## config.mk

```make
export PLATFORM = sky130hd
export DESIGN_NAME = video_ctrl_top
export DESIGN_NICKNAME = d
export VERILOG_FILES = /design/src/source/video_regs_pkg.sv /design/src/source/video_timing_pkg.sv /design/src/source/port_bus_if.sv /design/src/source/port_decoder.sv /design/src/source/port_write_queue.sv /design/src/source/raster_timing.sv /design/src/source/video_ctrl_top.sv /design/src/source/video_ports.sv
export SDC_FILE = /design/constraint.sdc
export NUM_CORES = 1
export LEC_CHECK = 0
export ABC_AREA = 1
export BUFFER_PORTS_ARGS = -buffer_cell sky130_fd_sc_hd__buf_4
export CAP_MARGIN = 20
export CORE_ASPECT_RATIO = 1.25
export CORE_MARGIN = 1
export CORE_UTILIZATION = 55
export DETAILED_ROUTE_END_ITERATION = 10
export PLACE_DENSITY = 0.77
export SYNTH_ARGS = -nofsm -noshare
export SYNTH_HDL_FRONTEND = slang
export SYNTH_SLANG_ARGS = --single-unit
```

## constraint.sdc

```tcl
create_clock -name clk -period 2.6 [get_ports clk]
set_input_delay 0.39 -clock clk [delete_from_list [all_inputs] [get_ports clk]]
set_output_delay 0.39 -clock clk [all_outputs]
set_load 0.02 [all_outputs]
```

## src/source/video_regs_pkg.sv

```systemverilog
// port map, register indices and reset values shared by the CPU port write path.
package video_regs_pkg;

    // ####################
    // queue
    // ####################
    localparam logic [2:0] QUEUE_DEPTH = 3'd4;   // also the CPU's credits after reset.

    // ####################
    // write strobe bit indices
    // ####################
    localparam int REG_VCONF     = 0;
    localparam int REG_VPAGE     = 1;
    localparam int REG_XOFFSL    = 2;
    localparam int REG_XOFFSH    = 3;
    localparam int REG_YOFFSL    = 4;
    localparam int REG_YOFFSH    = 5;
    localparam int REG_TSCONF    = 6;
    localparam int REG_PALSEL    = 7;
    localparam int REG_BORDER    = 8;
    localparam int REG_TMPAGE    = 9;
    localparam int REG_T0GPAGE   = 10;
    localparam int REG_T1GPAGE   = 11;
    localparam int REG_SGPAGE    = 12;
    localparam int REG_HINT_BEG  = 13;
    localparam int REG_VINT_BEGL = 14;
    localparam int REG_VINT_BEGH = 15;
    localparam int REG_ZBORDER   = 16;   // legacy.
    localparam int REG_ZVPAGE    = 17;   // legacy.
    localparam int NUM_REGS      = 18;

    // ####################
    // port addresses
    // ####################
    localparam logic [7:0]  PORT_EXT_LO     = 8'hAF;    // extended scheme, high byte selects.
    localparam logic [7:0]  PORT_ZBORDER_LO = 8'hFE;
    localparam logic [15:0] PORT_ZVPAGE     = 16'h7FFD;

    localparam logic [7:0] EXT_VCONF     = 8'h00;
    localparam logic [7:0] EXT_VPAGE     = 8'h01;
    localparam logic [7:0] EXT_XOFFSL    = 8'h02;
    localparam logic [7:0] EXT_XOFFSH    = 8'h03;
    localparam logic [7:0] EXT_YOFFSL    = 8'h04;
    localparam logic [7:0] EXT_YOFFSH    = 8'h05;
    localparam logic [7:0] EXT_TSCONF    = 8'h06;
    localparam logic [7:0] EXT_PALSEL    = 8'h07;
    localparam logic [7:0] EXT_BORDER    = 8'h0F;
    localparam logic [7:0] EXT_TMPAGE    = 8'h16;
    localparam logic [7:0] EXT_T0GPAGE   = 8'h17;
    localparam logic [7:0] EXT_T1GPAGE   = 8'h18;
    localparam logic [7:0] EXT_SGPAGE    = 8'h19;
    localparam logic [7:0] EXT_HINT_BEG  = 8'h22;
    localparam logic [7:0] EXT_VINT_BEGL = 8'h23;
    localparam logic [7:0] EXT_VINT_BEGH = 8'h24;

    // ####################
    // reset values
    // ####################
    localparam logic [7:0] RST_VPAGE    = 8'h05;
    localparam logic [7:0] RST_VCONF    = 8'h00;
    localparam logic [3:0] RST_PALSEL   = 4'hF;
    localparam logic [7:0] RST_HINT_BEG = 8'd2;   // pentagon timing.

endpackage

```

## src/source/video_timing_pkg.sv

```systemverilog
// raster geometry and interrupt constants for the video timing counters.
package video_timing_pkg;

    localparam logic [8:0] LINE_LEN    = 9'd448;   // ce ticks per line.
    localparam logic [8:0] FRAME_LINES = 9'd320;   // lines per frame.

    // interrupt pulse length in ce ticks.
    localparam int INT_LEN = 32;

    // hint_beg is given in units of this many ticks.
    localparam int HINT_SCALE = 2;

endpackage

```

## src/source/port_bus_if.sv

```systemverilog
// carries the head of the port write queue to the decoder; an entry leaves on valid and take.
interface port_bus_if;

    logic        valid;
    logic        take;
    logic [15:0] addr;
    logic [7:0]  data;

    modport source
    (
        output valid,
        output addr,
        output data,
        input  take
    );

    modport sink
    (
        input  valid,
        input  addr,
        input  data,
        output take
    );

endinterface

```

## src/source/port_decoder.sv

```systemverilog
// takes queued port writes on ce cycles and registers a one-hot register strobe with its data.
module port_decoder
(
    input  logic                               clk,
    input  logic                               rst,
    input  logic                               ce,
    port_bus_if.sink                           bus,
    output logic [video_regs_pkg::NUM_REGS-1:0] wr_strobe,
    output logic [7:0]                         wr_data
);

    logic [video_regs_pkg::NUM_REGS-1:0] dec_strobe;

    // back-pressure is just ce low.
    assign bus.take = ce;

    always_comb
    begin
        dec_strobe = '0;
        if (bus.addr[7:0] == video_regs_pkg::PORT_EXT_LO)
        begin
            case (bus.addr[15:8])
                video_regs_pkg::EXT_VCONF:     dec_strobe[video_regs_pkg::REG_VCONF]     = 1'b1;
                video_regs_pkg::EXT_VPAGE:     dec_strobe[video_regs_pkg::REG_VPAGE]     = 1'b1;
                video_regs_pkg::EXT_XOFFSL:    dec_strobe[video_regs_pkg::REG_XOFFSL]    = 1'b1;
                video_regs_pkg::EXT_XOFFSH:    dec_strobe[video_regs_pkg::REG_XOFFSH]    = 1'b1;
                video_regs_pkg::EXT_YOFFSL:    dec_strobe[video_regs_pkg::REG_YOFFSL]    = 1'b1;
                video_regs_pkg::EXT_YOFFSH:    dec_strobe[video_regs_pkg::REG_YOFFSH]    = 1'b1;
                video_regs_pkg::EXT_TSCONF:    dec_strobe[video_regs_pkg::REG_TSCONF]    = 1'b1;
                video_regs_pkg::EXT_PALSEL:    dec_strobe[video_regs_pkg::REG_PALSEL]    = 1'b1;
                video_regs_pkg::EXT_BORDER:    dec_strobe[video_regs_pkg::REG_BORDER]    = 1'b1;
                video_regs_pkg::EXT_TMPAGE:    dec_strobe[video_regs_pkg::REG_TMPAGE]    = 1'b1;
                video_regs_pkg::EXT_T0GPAGE:   dec_strobe[video_regs_pkg::REG_T0GPAGE]   = 1'b1;
                video_regs_pkg::EXT_T1GPAGE:   dec_strobe[video_regs_pkg::REG_T1GPAGE]   = 1'b1;
                video_regs_pkg::EXT_SGPAGE:    dec_strobe[video_regs_pkg::REG_SGPAGE]    = 1'b1;
                video_regs_pkg::EXT_HINT_BEG:  dec_strobe[video_regs_pkg::REG_HINT_BEG]  = 1'b1;
                video_regs_pkg::EXT_VINT_BEGL: dec_strobe[video_regs_pkg::REG_VINT_BEGL] = 1'b1;
                video_regs_pkg::EXT_VINT_BEGH: dec_strobe[video_regs_pkg::REG_VINT_BEGH] = 1'b1;
                default:                       dec_strobe = '0;
            endcase
        end
        else if (bus.addr == video_regs_pkg::PORT_ZVPAGE)
            dec_strobe[video_regs_pkg::REG_ZVPAGE] = 1'b1;
        else if (bus.addr[7:0] == video_regs_pkg::PORT_ZBORDER_LO)
            dec_strobe[video_regs_pkg::REG_ZBORDER] = 1'b1;
    end

    // unmapped entries are still taken, they just strobe nothing.
    always_ff @(posedge clk)
    begin
        if (rst)
            wr_strobe <= '0;
        else if (bus.valid && bus.take)
            wr_strobe <= dec_strobe;
        else
            wr_strobe <= '0;
    end

    always_ff @(posedge clk)
    begin
        if (bus.valid && bus.take)
            wr_data <= bus.data;
    end

endmodule

```

## src/source/port_write_queue.sv

```systemverilog
// four-entry FIFO of CPU port writes; hands back one credit per entry taken by the decoder.
module port_write_queue
(
    input  logic        clk,
    input  logic        rst,
    input  logic        io_wr,
    input  logic [15:0] io_addr,
    input  logic [7:0]  io_data,
    output logic        io_credit,
    port_bus_if.source  bus
);

    localparam int DEPTH = int'(video_regs_pkg::QUEUE_DEPTH);
    localparam int PTR_W = $clog2(DEPTH);

    logic [15:0]      addr_mem [DEPTH];
    logic [7:0]       data_mem [DEPTH];
    logic [PTR_W-1:0] wr_ptr;
    logic [PTR_W-1:0] rd_ptr;
    logic [2:0]       count;
    logic             pop;

    assign pop       = bus.valid && bus.take;
    assign bus.valid = (count != 3'd0);
    assign bus.addr  = addr_mem[rd_ptr];
    assign bus.data  = data_mem[rd_ptr];

    // the credit protocol guarantees room on every io_wr.
    always_ff @(posedge clk)
    begin
        if (io_wr)
        begin
            addr_mem[wr_ptr] <= io_addr;
            data_mem[wr_ptr] <= io_data;
        end
    end

    always_ff @(posedge clk)
    begin
        if (rst)
        begin
            wr_ptr    <= '0;
            rd_ptr    <= '0;
            count     <= 3'd0;
            io_credit <= 1'b0;
        end
        else
        begin
            if (io_wr)
                wr_ptr <= wr_ptr + 1'b1;
            if (pop)
                rd_ptr <= rd_ptr + 1'b1;
            count     <= count + {2'b0, io_wr} - {2'b0, pop};
            io_credit <= pop;   // credit back the cycle after the take.
        end
    end

endmodule

```

## src/source/raster_timing.sv

```systemverilog
// line and frame counters on the ce enable, frame start pulse and the programmable frame interrupt.
module raster_timing
(
    input  logic       clk,
    input  logic       rst,
    input  logic       ce,
    input  logic [7:0] hint_beg,
    input  logic [8:0] vint_beg,
    output logic [8:0] hcount,
    output logic [8:0] vcount,
    output logic       frame_start,
    output logic       frame_int
);

    localparam int CNT_W = $clog2(video_timing_pkg::INT_LEN);

    logic [9:0]       hint_pos;
    logic             line_end;
    logic             frame_end;
    logic             int_hit;
    logic [CNT_W-1:0] int_cnt;

    assign hint_pos  = 10'(hint_beg) * 10'(video_timing_pkg::HINT_SCALE);
    assign line_end  = (hcount == video_timing_pkg::LINE_LEN - 9'd1);
    assign frame_end = line_end && (vcount == video_timing_pkg::FRAME_LINES - 9'd1);
    assign int_hit   = ce && (vcount == vint_beg) && ({1'b0, hcount} == hint_pos);

    // ####################
    // counters
    // ####################
    always_ff @(posedge clk)
    begin
        if (rst)
        begin
            hcount      <= 9'd0;
            vcount      <= 9'd0;
            frame_start <= 1'b0;
        end
        else
        begin
            frame_start <= ce && frame_end;   // high while both counters read zero.
            if (ce)
            begin
                hcount <= line_end ? 9'd0 : hcount + 9'd1;
                if (frame_end)
                    vcount <= 9'd0;
                else if (line_end)
                    vcount <= vcount + 9'd1;
            end
        end
    end

    // ####################
    // interrupt
    // ####################
    always_ff @(posedge clk)
    begin
        if (rst)
        begin
            frame_int <= 1'b0;
            int_cnt   <= '0;
        end
        else if (int_hit)
        begin
            frame_int <= 1'b1;
            int_cnt   <= CNT_W'(video_timing_pkg::INT_LEN - 1);
        end
        else if (ce && frame_int)
        begin
            if (int_cnt == '0)
                frame_int <= 1'b0;   // INT_LEN ticks done.
            else
                int_cnt <= int_cnt - 1'b1;
        end
    end

endmodule

```

## src/source/video_ctrl_top.sv

```systemverilog
// video control block top: CPU port writes in, latched video parameters and raster timing out.
module video_ctrl_top
(
    input  logic        clk,
    input  logic        rst,
    input  logic        ce,
    input  logic        io_wr,
    input  logic [15:0] io_addr,
    input  logic [7:0]  io_data,
    output logic        io_credit,
    output logic [7:0]  border,
    output logic [7:0]  vpage,
    output logic [7:0]  vconf,
    output logic [8:0]  x_offs,
    output logic [8:0]  y_offs,
    output logic [3:0]  palsel,
    output logic [7:0]  hint_beg,
    output logic [8:0]  vint_beg,
    output logic [7:0]  tsconf,
    output logic [7:0]  tmpage,
    output logic [7:0]  t0gpage,
    output logic [7:0]  t1gpage,
    output logic [7:0]  sgpage,
    output logic [8:0]  hcount,
    output logic [8:0]  vcount,
    output logic        frame_int
);

    logic [video_regs_pkg::NUM_REGS-1:0] wr_strobe;
    logic [7:0]                          wr_data;
    logic                                frame_start;

    port_bus_if bus ();

    port_write_queue i_queue
    (
        .clk       (clk),
        .rst       (rst),
        .io_wr     (io_wr),
        .io_addr   (io_addr),
        .io_data   (io_data),
        .io_credit (io_credit),
        .bus       (bus.source)
    );

    port_decoder i_decoder
    (
        .clk       (clk),
        .rst       (rst),
        .ce        (ce),
        .bus       (bus.sink),
        .wr_strobe (wr_strobe),
        .wr_data   (wr_data)
    );

    video_ports i_ports
    (
        .clk         (clk),
        .rst         (rst),
        .wr_strobe   (wr_strobe),
        .wr_data     (wr_data),
        .frame_start (frame_start),
        .border      (border),
        .vpage       (vpage),
        .vconf       (vconf),
        .x_offs      (x_offs),
        .y_offs      (y_offs),
        .palsel      (palsel),
        .hint_beg    (hint_beg),
        .vint_beg    (vint_beg),
        .tsconf      (tsconf),
        .tmpage      (tmpage),
        .t0gpage     (t0gpage),
        .t1gpage     (t1gpage),
        .sgpage      (sgpage)
    );

    raster_timing i_raster
    (
        .clk         (clk),
        .rst         (rst),
        .ce          (ce),
        .hint_beg    (hint_beg),
        .vint_beg    (vint_beg),
        .hcount      (hcount),
        .vcount      (vcount),
        .frame_start (frame_start),
        .frame_int   (frame_int)
    );

endmodule

```

## src/source/video_ports.sv

```systemverilog
// video parameter registers written by decoded port strobes; scroll and page apply at frame start.
module video_ports
(
    input  logic                               clk,
    input  logic                               rst,
    input  logic [video_regs_pkg::NUM_REGS-1:0] wr_strobe,
    input  logic [7:0]                         wr_data,
    input  logic                               frame_start,
    output logic [7:0]                         border,
    output logic [7:0]                         vpage,
    output logic [7:0]                         vconf,
    output logic [8:0]                         x_offs,
    output logic [8:0]                         y_offs,
    output logic [3:0]                         palsel,
    output logic [7:0]                         hint_beg,
    output logic [8:0]                         vint_beg,
    output logic [7:0]                         tsconf,
    output logic [7:0]                         tmpage,
    output logic [7:0]                         t0gpage,
    output logic [7:0]                         t1gpage,
    output logic [7:0]                         sgpage
);

    // written values waiting for the next frame.
    logic [7:0] vpage_p;
    logic [8:0] x_offs_p;
    logic [8:0] y_offs_p;

    always_ff @(posedge clk)
    begin
        if (rst)
        begin
            vpage_p  <= video_regs_pkg::RST_VPAGE;
            x_offs_p <= 9'd0;
            y_offs_p <= 9'd0;
            border   <= 8'h00;
            vconf    <= video_regs_pkg::RST_VCONF;
            palsel   <= video_regs_pkg::RST_PALSEL;
            hint_beg <= video_regs_pkg::RST_HINT_BEG;
            vint_beg <= 9'd0;
            tsconf   <= 8'h00;
            tmpage   <= 8'h00;
            t0gpage  <= 8'h00;
            t1gpage  <= 8'h00;
            sgpage   <= 8'h00;
        end
        else
        begin
            if (wr_strobe[video_regs_pkg::REG_ZBORDER])   border <= {5'b11110, wr_data[2:0]};
            if (wr_strobe[video_regs_pkg::REG_BORDER])    border <= wr_data;
            if (wr_strobe[video_regs_pkg::REG_ZVPAGE])    vpage_p <= {6'b000001, wr_data[3], 1'b1};
            if (wr_strobe[video_regs_pkg::REG_VPAGE])     vpage_p <= wr_data;
            if (wr_strobe[video_regs_pkg::REG_VCONF])     vconf <= wr_data;
            if (wr_strobe[video_regs_pkg::REG_XOFFSL])    x_offs_p[7:0] <= wr_data;
            if (wr_strobe[video_regs_pkg::REG_XOFFSH])    x_offs_p[8] <= wr_data[0];
            if (wr_strobe[video_regs_pkg::REG_YOFFSL])    y_offs_p[7:0] <= wr_data;
            if (wr_strobe[video_regs_pkg::REG_YOFFSH])    y_offs_p[8] <= wr_data[0];
            if (wr_strobe[video_regs_pkg::REG_TSCONF])    tsconf <= wr_data;
            if (wr_strobe[video_regs_pkg::REG_PALSEL])    palsel <= wr_data[3:0];
            if (wr_strobe[video_regs_pkg::REG_TMPAGE])    tmpage <= wr_data;
            if (wr_strobe[video_regs_pkg::REG_T0GPAGE])   t0gpage <= wr_data;
            if (wr_strobe[video_regs_pkg::REG_T1GPAGE])   t1gpage <= wr_data;
            if (wr_strobe[video_regs_pkg::REG_SGPAGE])    sgpage <= wr_data;
            if (wr_strobe[video_regs_pkg::REG_HINT_BEG])  hint_beg <= wr_data;
            if (wr_strobe[video_regs_pkg::REG_VINT_BEGL]) vint_beg[7:0] <= wr_data;
            if (wr_strobe[video_regs_pkg::REG_VINT_BEGH]) vint_beg[8] <= wr_data[0];
        end
    end

    // ####################
    // frame latch
    // ####################
    always_ff @(posedge clk)
    begin
        if (rst)
        begin
            vpage  <= video_regs_pkg::RST_VPAGE;
            x_offs <= 9'd0;
            y_offs <= 9'd0;
        end
        else if (frame_start)
        begin
            vpage  <= vpage_p;
            x_offs <= x_offs_p;
            y_offs <= y_offs_p;
        end
    end

endmodule

```

# Yosys cells after proc, flatten, opt, wreduce, memory -nomap -nowiden

Memory sizes are Yosys's and may differ from the RTL's. A register that Yosys moved wholly into a read port is not among the register bits.
Cells that the tools add are included.

Register bits after elaboration: 180
Memory bits (writable): 96
Output and inout bits: 123
Memories: 2

Memories:

| memory           | words | width | read ports | clocked after memory_dff | wr ports | RTL line               | source |
|---|---|---|---|---|---|---|---|
| i_queue.addr_mem | 4     | 16    | 1          | 1                        | 1        | port_write_queue.sv:16 | `logic [15:0] addr_mem [DEPTH];` |
| i_queue.data_mem | 4     | 8     | 1          | 1                        | 1        | port_write_queue.sv:17 | `logic [7:0] data_mem [DEPTH];` |

Add/subtract/negate cells: 7
Eq/ne operators: 23
Mux-type cells: 35
Bitwise logic cells: 2
Reductions and logical operators: 20

Operator list:

| cell                                             | number |
|---|---|
| == test 8 x 3 -> 1 bit, second input constant    | 4 |
| == test 8 x 5 -> 1 bit, second input constant    | 4 |
| 2-to-1 mux 8 bit                                 | 4 |
| 2-to-1 mux 9 bit                                 | 3 |
| == test 8 x 6 -> 1 bit, second input constant    | 3 |
| 2-to-1 mux 1 bit                                 | 23 |
| adder 9 x 1 -> 9 bit, second input constant      | 2 |
| == test 9 bit                                    | 2 |
| == test 9 bit, second input constant             | 2 |
| == test 16 x 15 -> 1 bit, second input constant  | 1 |
| == test 8 x 2 -> 1 bit, second input constant    | 2 |
| == test 8 bit, second input constant             | 2 |
| 2-to-1 mux 5 bit                                 | 3 |
| nonzero test 2 bit                               | 5 |
| == test 8 x 1 -> 1 bit, second input constant    | 1 |
| == test 8 x 4 -> 1 bit, second input constant    | 1 |
| zero test 8 bit                                  | 1 |
| logical AND 1 bit                                | 6 |
| AND reduction 2 bit                              | 3 |
| OR reduction 3 bit                               | 2 |
| zero test 5 bit                                  | 1 |
| subtractor 5 x 1 -> 5 bit, second input constant | 1 |
| adder 2 x 1 -> 2 bit, second input constant      | 2 |
| 2-to-1 mux 2 bit                                 | 2 |
| other kinds (6)                                  | 7 |

# Depth between registers and ports, before layout

Depth in word-level cells: 5
Gate-level depth with buffers: 12
Depth with buffers taken out: 12

# Modules after synthesis

A second synthesis with hierarchy kept.

Cells, all modules: 1,192
Area total of the unflattened synthesis: 11,335.9 um^2

Modules (own cells, without submodules):

| module           | instances | cells each | area each (um^2) | seq. area each (um^2) |
|---|---|---|---|---|
| video_ports      | 1         | 521        | 4,428.0          | 2,582.5 |
| port_write_queue | 1         | 296        | 4,209.0          | 3,083.0 |
| raster_timing    | 1         | 279        | 1,695.4          | 500.5 |
| port_decoder     | 1         | 96         | 1,003.5          | 600.6 |

# Least setup slack after synthesis

OpenSTA, ideal clock, no wires.

Kind: reg-to-reg
Start: register i_queue.count[1]
End: register i_queue.count[2]
Setup time: 70 ps
Data arrival time: 1,799 ps
Path slack: 731 ps
Cell stages (with the launch flop): 9
Period minus slack after synthesis: 1,869 ps
Cells stage by stage: dfxtp_1 nor3_1 nor2_2 nand2_1 o21ai_0 ha_1 fa_1 or2_2 a21oi_1

Longest elaborated chain between the ends: 3
Elaborated cells on any way between the ends: 4
Those cells by class: add/sub: 2; reduce/logical: 2

RTL lines:

| element                   | RTL line               | source |
|---|---|---|
| start, declared           | port_write_queue.sv:20 | `logic [2:0] count;` |
| start signal, assigned    | port_write_queue.sv:53 | `count <= count + {2'b0, io_wr} - {2'b0, pop};` |
| nonzero test 3 bit        | port_write_queue.sv:24 | `assign bus.valid = (count != 3'd0);` |
| logical AND 1 bit         | port_write_queue.sv:23 | `assign pop = bus.valid && bus.take;` |
| net i_queue.pop           | port_write_queue.sv:21 | `logic pop;` |
| subtractor 3 x 1 -> 3 bit | port_write_queue.sv:53 |  |

The timed path passes the listed nets, and every way through them passes these cells.
A chain may end at the register's enable or synchronous reset.

==> impl_summary.md <==
Setup path
The worst setup path is launched from a flop. The master of the slowest instance on the critical path is dfxtp_1. The largest incremental delay on the critical path is around 0.69 ns. The worst endpoint required time is 3.04 ns. The arrival time at the worst endpoint is 2.34 ns. The most numerous cell type found on the critical path is nand3_1.

The biggest fanout along the worst timing path is 15. The kind of cell with the highest combined delay along the critical path is simple AND/OR/NAND/NOR gates. By startpoint and endpoint, the worst setup path is classified as flop to flop. STA classifies the critical path endpoint as a flop. Traced cell by cell, the critical path runs through buf_4 -> nand3_1 -> nand3_1 -> nand2_1 -> nor2_4 -> nand4_4 -> nor3_2. The buffers plus inverters on the worst setup path is 1.

Synth
Sequential elements use 61.7% of the synthesized area. Summing every instance area after synthesis gives 11,000 um^2. The cell taking the most area after synthesis is dfxtp_1. Synthesis produced a netlist with a net count of ~1,200. The cell count after synthesis is 1,178. In this run the biggest area consumer among cell types represents around a third of the synthesized area. Ranked by total cell area, the synthesized netlist is headed by dfxtp_1 (33%), edfxtp_1 (28%), nor2_1 (7.6%), o21ai_0 (6.2%), nand2_1 (5.3%). The number of flops mapped to enable cells by yosys is 104. Each instance of the synthesized netlist takes up on average 9.32 um^2.

Yosys printed 0 warnings. The count of different cell masters after synthesis is between 40 and 50. In the synthesized netlist the async set-or-reset flop fraction comes to 0%. In this run, synthesis produced a sequential element count of 286.

The top flip-flop cell by instance count after synthesis is dfxtp_1.

Detailed routing
Using the TritonRoute via totals, the vias-per-cell ratio works out to between 5 and 6. The pre-antenna-repair detailed-routing pass consisted of 9 iterations. The total number of vias is 8,508. After the first detailed-routing iteration, the DRC count stood at about 520. In the routed design, unresolved DRC markers number 0. Summed over all nets, wire length on met3 after detailed routing comes to 1.33 mm. Once detail routing completed, the nets flagged for antenna violations numbered 0. After detailed routing, the total wire length is 25.8 mm.

The highest signal layer in the routed design is met4. In the final routed layout, each cell accounts on average for 16.1 um. For this block, wires on met1 add up to 10.7 mm.

Summed over all nets, wire length on met2 after detailed routing comes to 12.8 mm.

STA
At the pin with the least slew margin, the transition time is 0.774 ns. The worst path uses 73.1% of the clock period. Setup repair after global routing left no endpoint under its margin.

The number of pins with negative max-slew slack in the final report is 0. The routed design could run at a clock period as short as 1.90 ns. Measured against its own limit, the worst slew margin works out to 48.4%. Clock skew on the completed layout was measured at 0.0134 ns. The highest clock frequency the design can meet is 0.526 GHz. The final worst slack is 0.701 ns.

The count of endpoints failing hold in the final timing report is 0. Setup total negative slack on the finished layout was measured at 0 ns. The final setup violation count is 0.

Global routing
The first global-routing pass estimated 41.0 mm of wire. The pin count of the biggest net entering global routing is 83. The total congestion overflow is 0. The number of antenna violations at the first check in global routing was 0.

The via count of the first global-routing pass is 8,069. Global routing used 25.3% of the available tracks across all layers.

Power and ir drop
The fraction of power spent switching nets is 25.4%. Of the total power, registers draw slightly above 50%. In this run the power density over the cells is 754 nW/um^2. In this run, the clock network consumes around 40% of the power. Summed over all nets, the switching power comes to 2530 uW.

The power share of the combinational group is 9.5%. The analysis attributes to cell leakage a power of 0.00562 uW. IR analysis of the VDD net gives a maximum drop of 0.000581 V.

The internal power is 7410 uW.

Placed design
The count of buffers inserted at the top-level ports is 150. The placed standard-cell area is 12,300 um^2. Routability-driven placement finished with a final weighted congestion of 0.867. The HPWL reported at the end of detailed placement is roughly 17 mm. Prior to clock tree synthesis, the placed netlist has a worst setup slack of about 0.63 ns.

Floorplanning
The number of standard-cell rows in the floorplan is 57. The area of the die is 20,500 um^2. The top-level I/O count is 151. For this configuration, the core starts out at a cell density of 56.4%. The die boundary height is approximately 160 um.

The die is 128 um wide. The area of the placeable core is 19,500 um^2.

Clock tree
The number of buffers on the longest clock path is 3. The CTS clock-pin slew for the worst setup and hold paths is roughly 0.070 ns. The post-CTS resize count is 0. The clock root buffer is clkbuf_16.

TritonCTS built the clock tree. The number of setup buffers added after CTS is 0. The H-tree depth is 1. The hold-fix buffer count after cts is 0. The sink count of the clock tree is 286. The number of clock buffers inserted by TritonCTS is 27. The clock insertion delay at the later pin of the skew report is approximately 0.53 ns.

Final layout
The area of all placed cells without fillers is 13,200 um^2. The repair_antennas step left the layout with diodes totalling 0. The sequential standard cell area is 6770 um^2. The count of filler cells inserted in the layout is between 1,500 and 2,000. For this run, the post-layout net count is 1,353. The multi-input combinational cells in the finished layout cover a total of roughly 3600 um^2. The ratio of cells with drive above 1 in the final layout is 19.0%. Compared with the post-synthesis result, the final layout area differs by 20.2%.

Status
The flow ran to the end, and the final reports show no timing, DRC or antenna violations.

Hold path
The worst min-delay path class is primary input to flop.

Run
The tool flagged a number of max-cap violations equal to 0.
[cells by family (layout without fill, tap and decap cells)]
logic type | after synthesis | count (layout) | synth area share, %
compound gates | 224 | 224 | 10.8
xor+xnor | 11 | 11 | 0.878
fa+ha+maj | 9 | 9 | 1.09
buf+inv | 148 | 306 | 5.65
flops | 286 | 286 | 61.7
simple gates | 500 | 500 | 20.0
[routing by layer]
metal | global-route usage, % | vias up
li1 | - | 4192
met1 | 32.6 | 3994
met2 | 42.7 | 261
met3 | 3.08 | 61
met4 | 11.0 | 0
met5 | 0 | -
[stage by stage]
step	instances	hold slack (ns)	power, uW	util [%]
floorplan	1178	0.405	5740	-
global placement	1552	0.411	6030	63.1
detailed placement	1552	0.416	6060	63.1
CTS	1601	0.0430	10000	67.7
global route	1601	0.0514	10300	67.7
finish	1601	0.0589	9940	67.7
[worst register-to-register path, stage by stage (launching register included)]
cell and delay [ns]:
dfxtp_1 0.69, buf_4 0.31, nand3_1 0.09, nand3_1 0.09, nand2_1 0.12, nor2_4 0.17, nand4_4 0.20, nor3_2 0.15
[cells in the final DEF (no fill, tap or decap), types with 4 or more instances in the layout]
master       n
buf_4      160
edfxtp_1   104
nor2_2       6
xnor2_1      4
nand3_2      5
o21ai_0    137
xor2_1       7
o21ai_1      4
o221a_2      4
o211ai_1     4
nor2_1     221
nand3_1     50
or2_2        4
clkinv_2     4
inv_1       89
ha_1         8
clkbuf_8     8
o22ai_1     11
nand4_1     11
inv_2        4
nor3_1      17
nand2_2     11
nand2_1    156
nor3_2       8
clkbuf_16   27
dfxtp_1    182
a21oi_1     60
[state kept, by name, summed over array words and instances (netlist names), 9 cells and up, named ones only]
register             cells
i_decoder.wr_strobe     18
i_ports.vint_beg         9
i_ports.x_offs           9
i_ports.x_offs_p         9
i_ports.y_offs           9
i_ports.y_offs_p         9
i_queue.addr_mem        64
i_queue.data_mem        32
i_raster.hcount          9
i_raster.vcount          9
[worst paths after layout]
kind / from / to / slack, ns / cells past startpoint
max reg2reg: flop / i_decoder.wr_strobe[3] / 0.70 / 7
min: io_data[2] / i_queue.data_mem[2][2] / 0.06 / 1
min reg2reg: i_decoder.wr_strobe[5] / i_ports.y_offs_p[8] / 0.43 / 1
max: flop / i_decoder.wr_strobe[3] / 0.70 / 7
[power by group through the flow]
stage	Clock, uW	Combinational, uW	Sequential (uW)
2_1_floorplan	0	794	4950
3_3_place_gp	0	920	5110
5_1_grt	4220	1060	5030
4_1_cts	4030	950	5020
3_5_place_dp	0	943	5120
6_report	3970	943	5020
[cells in the mapped netlist (all sizes together), types with 2 or more instances]
cell and number:
nand4 12, buf 13, dfxtp 182, nand3 55, nand3b 2, o21ai 141
xnor2 4, inv 93, nand2 167, a211oi 2, nor3b 4, o22ai 11
nor3 25, clkbuf 39, nor2 230, a21oi 60, edfxtp 104, xor2 7
o221a 4, clkinv 3, o211ai 4, or2 4, ha 8
[cell type report]
cell class	instances	area share [%]
Sequential cell	286	51.3
Multi-Input combinational cell	744	27.2
Timing Repair Buffer	161	9.26
Clock buffer	38	6.04
Inverter	96	2.80
Tap cell	265	2.51
Clock inverter	11	0.873
No activity file was read; power rests on OpenSTA's default activity.
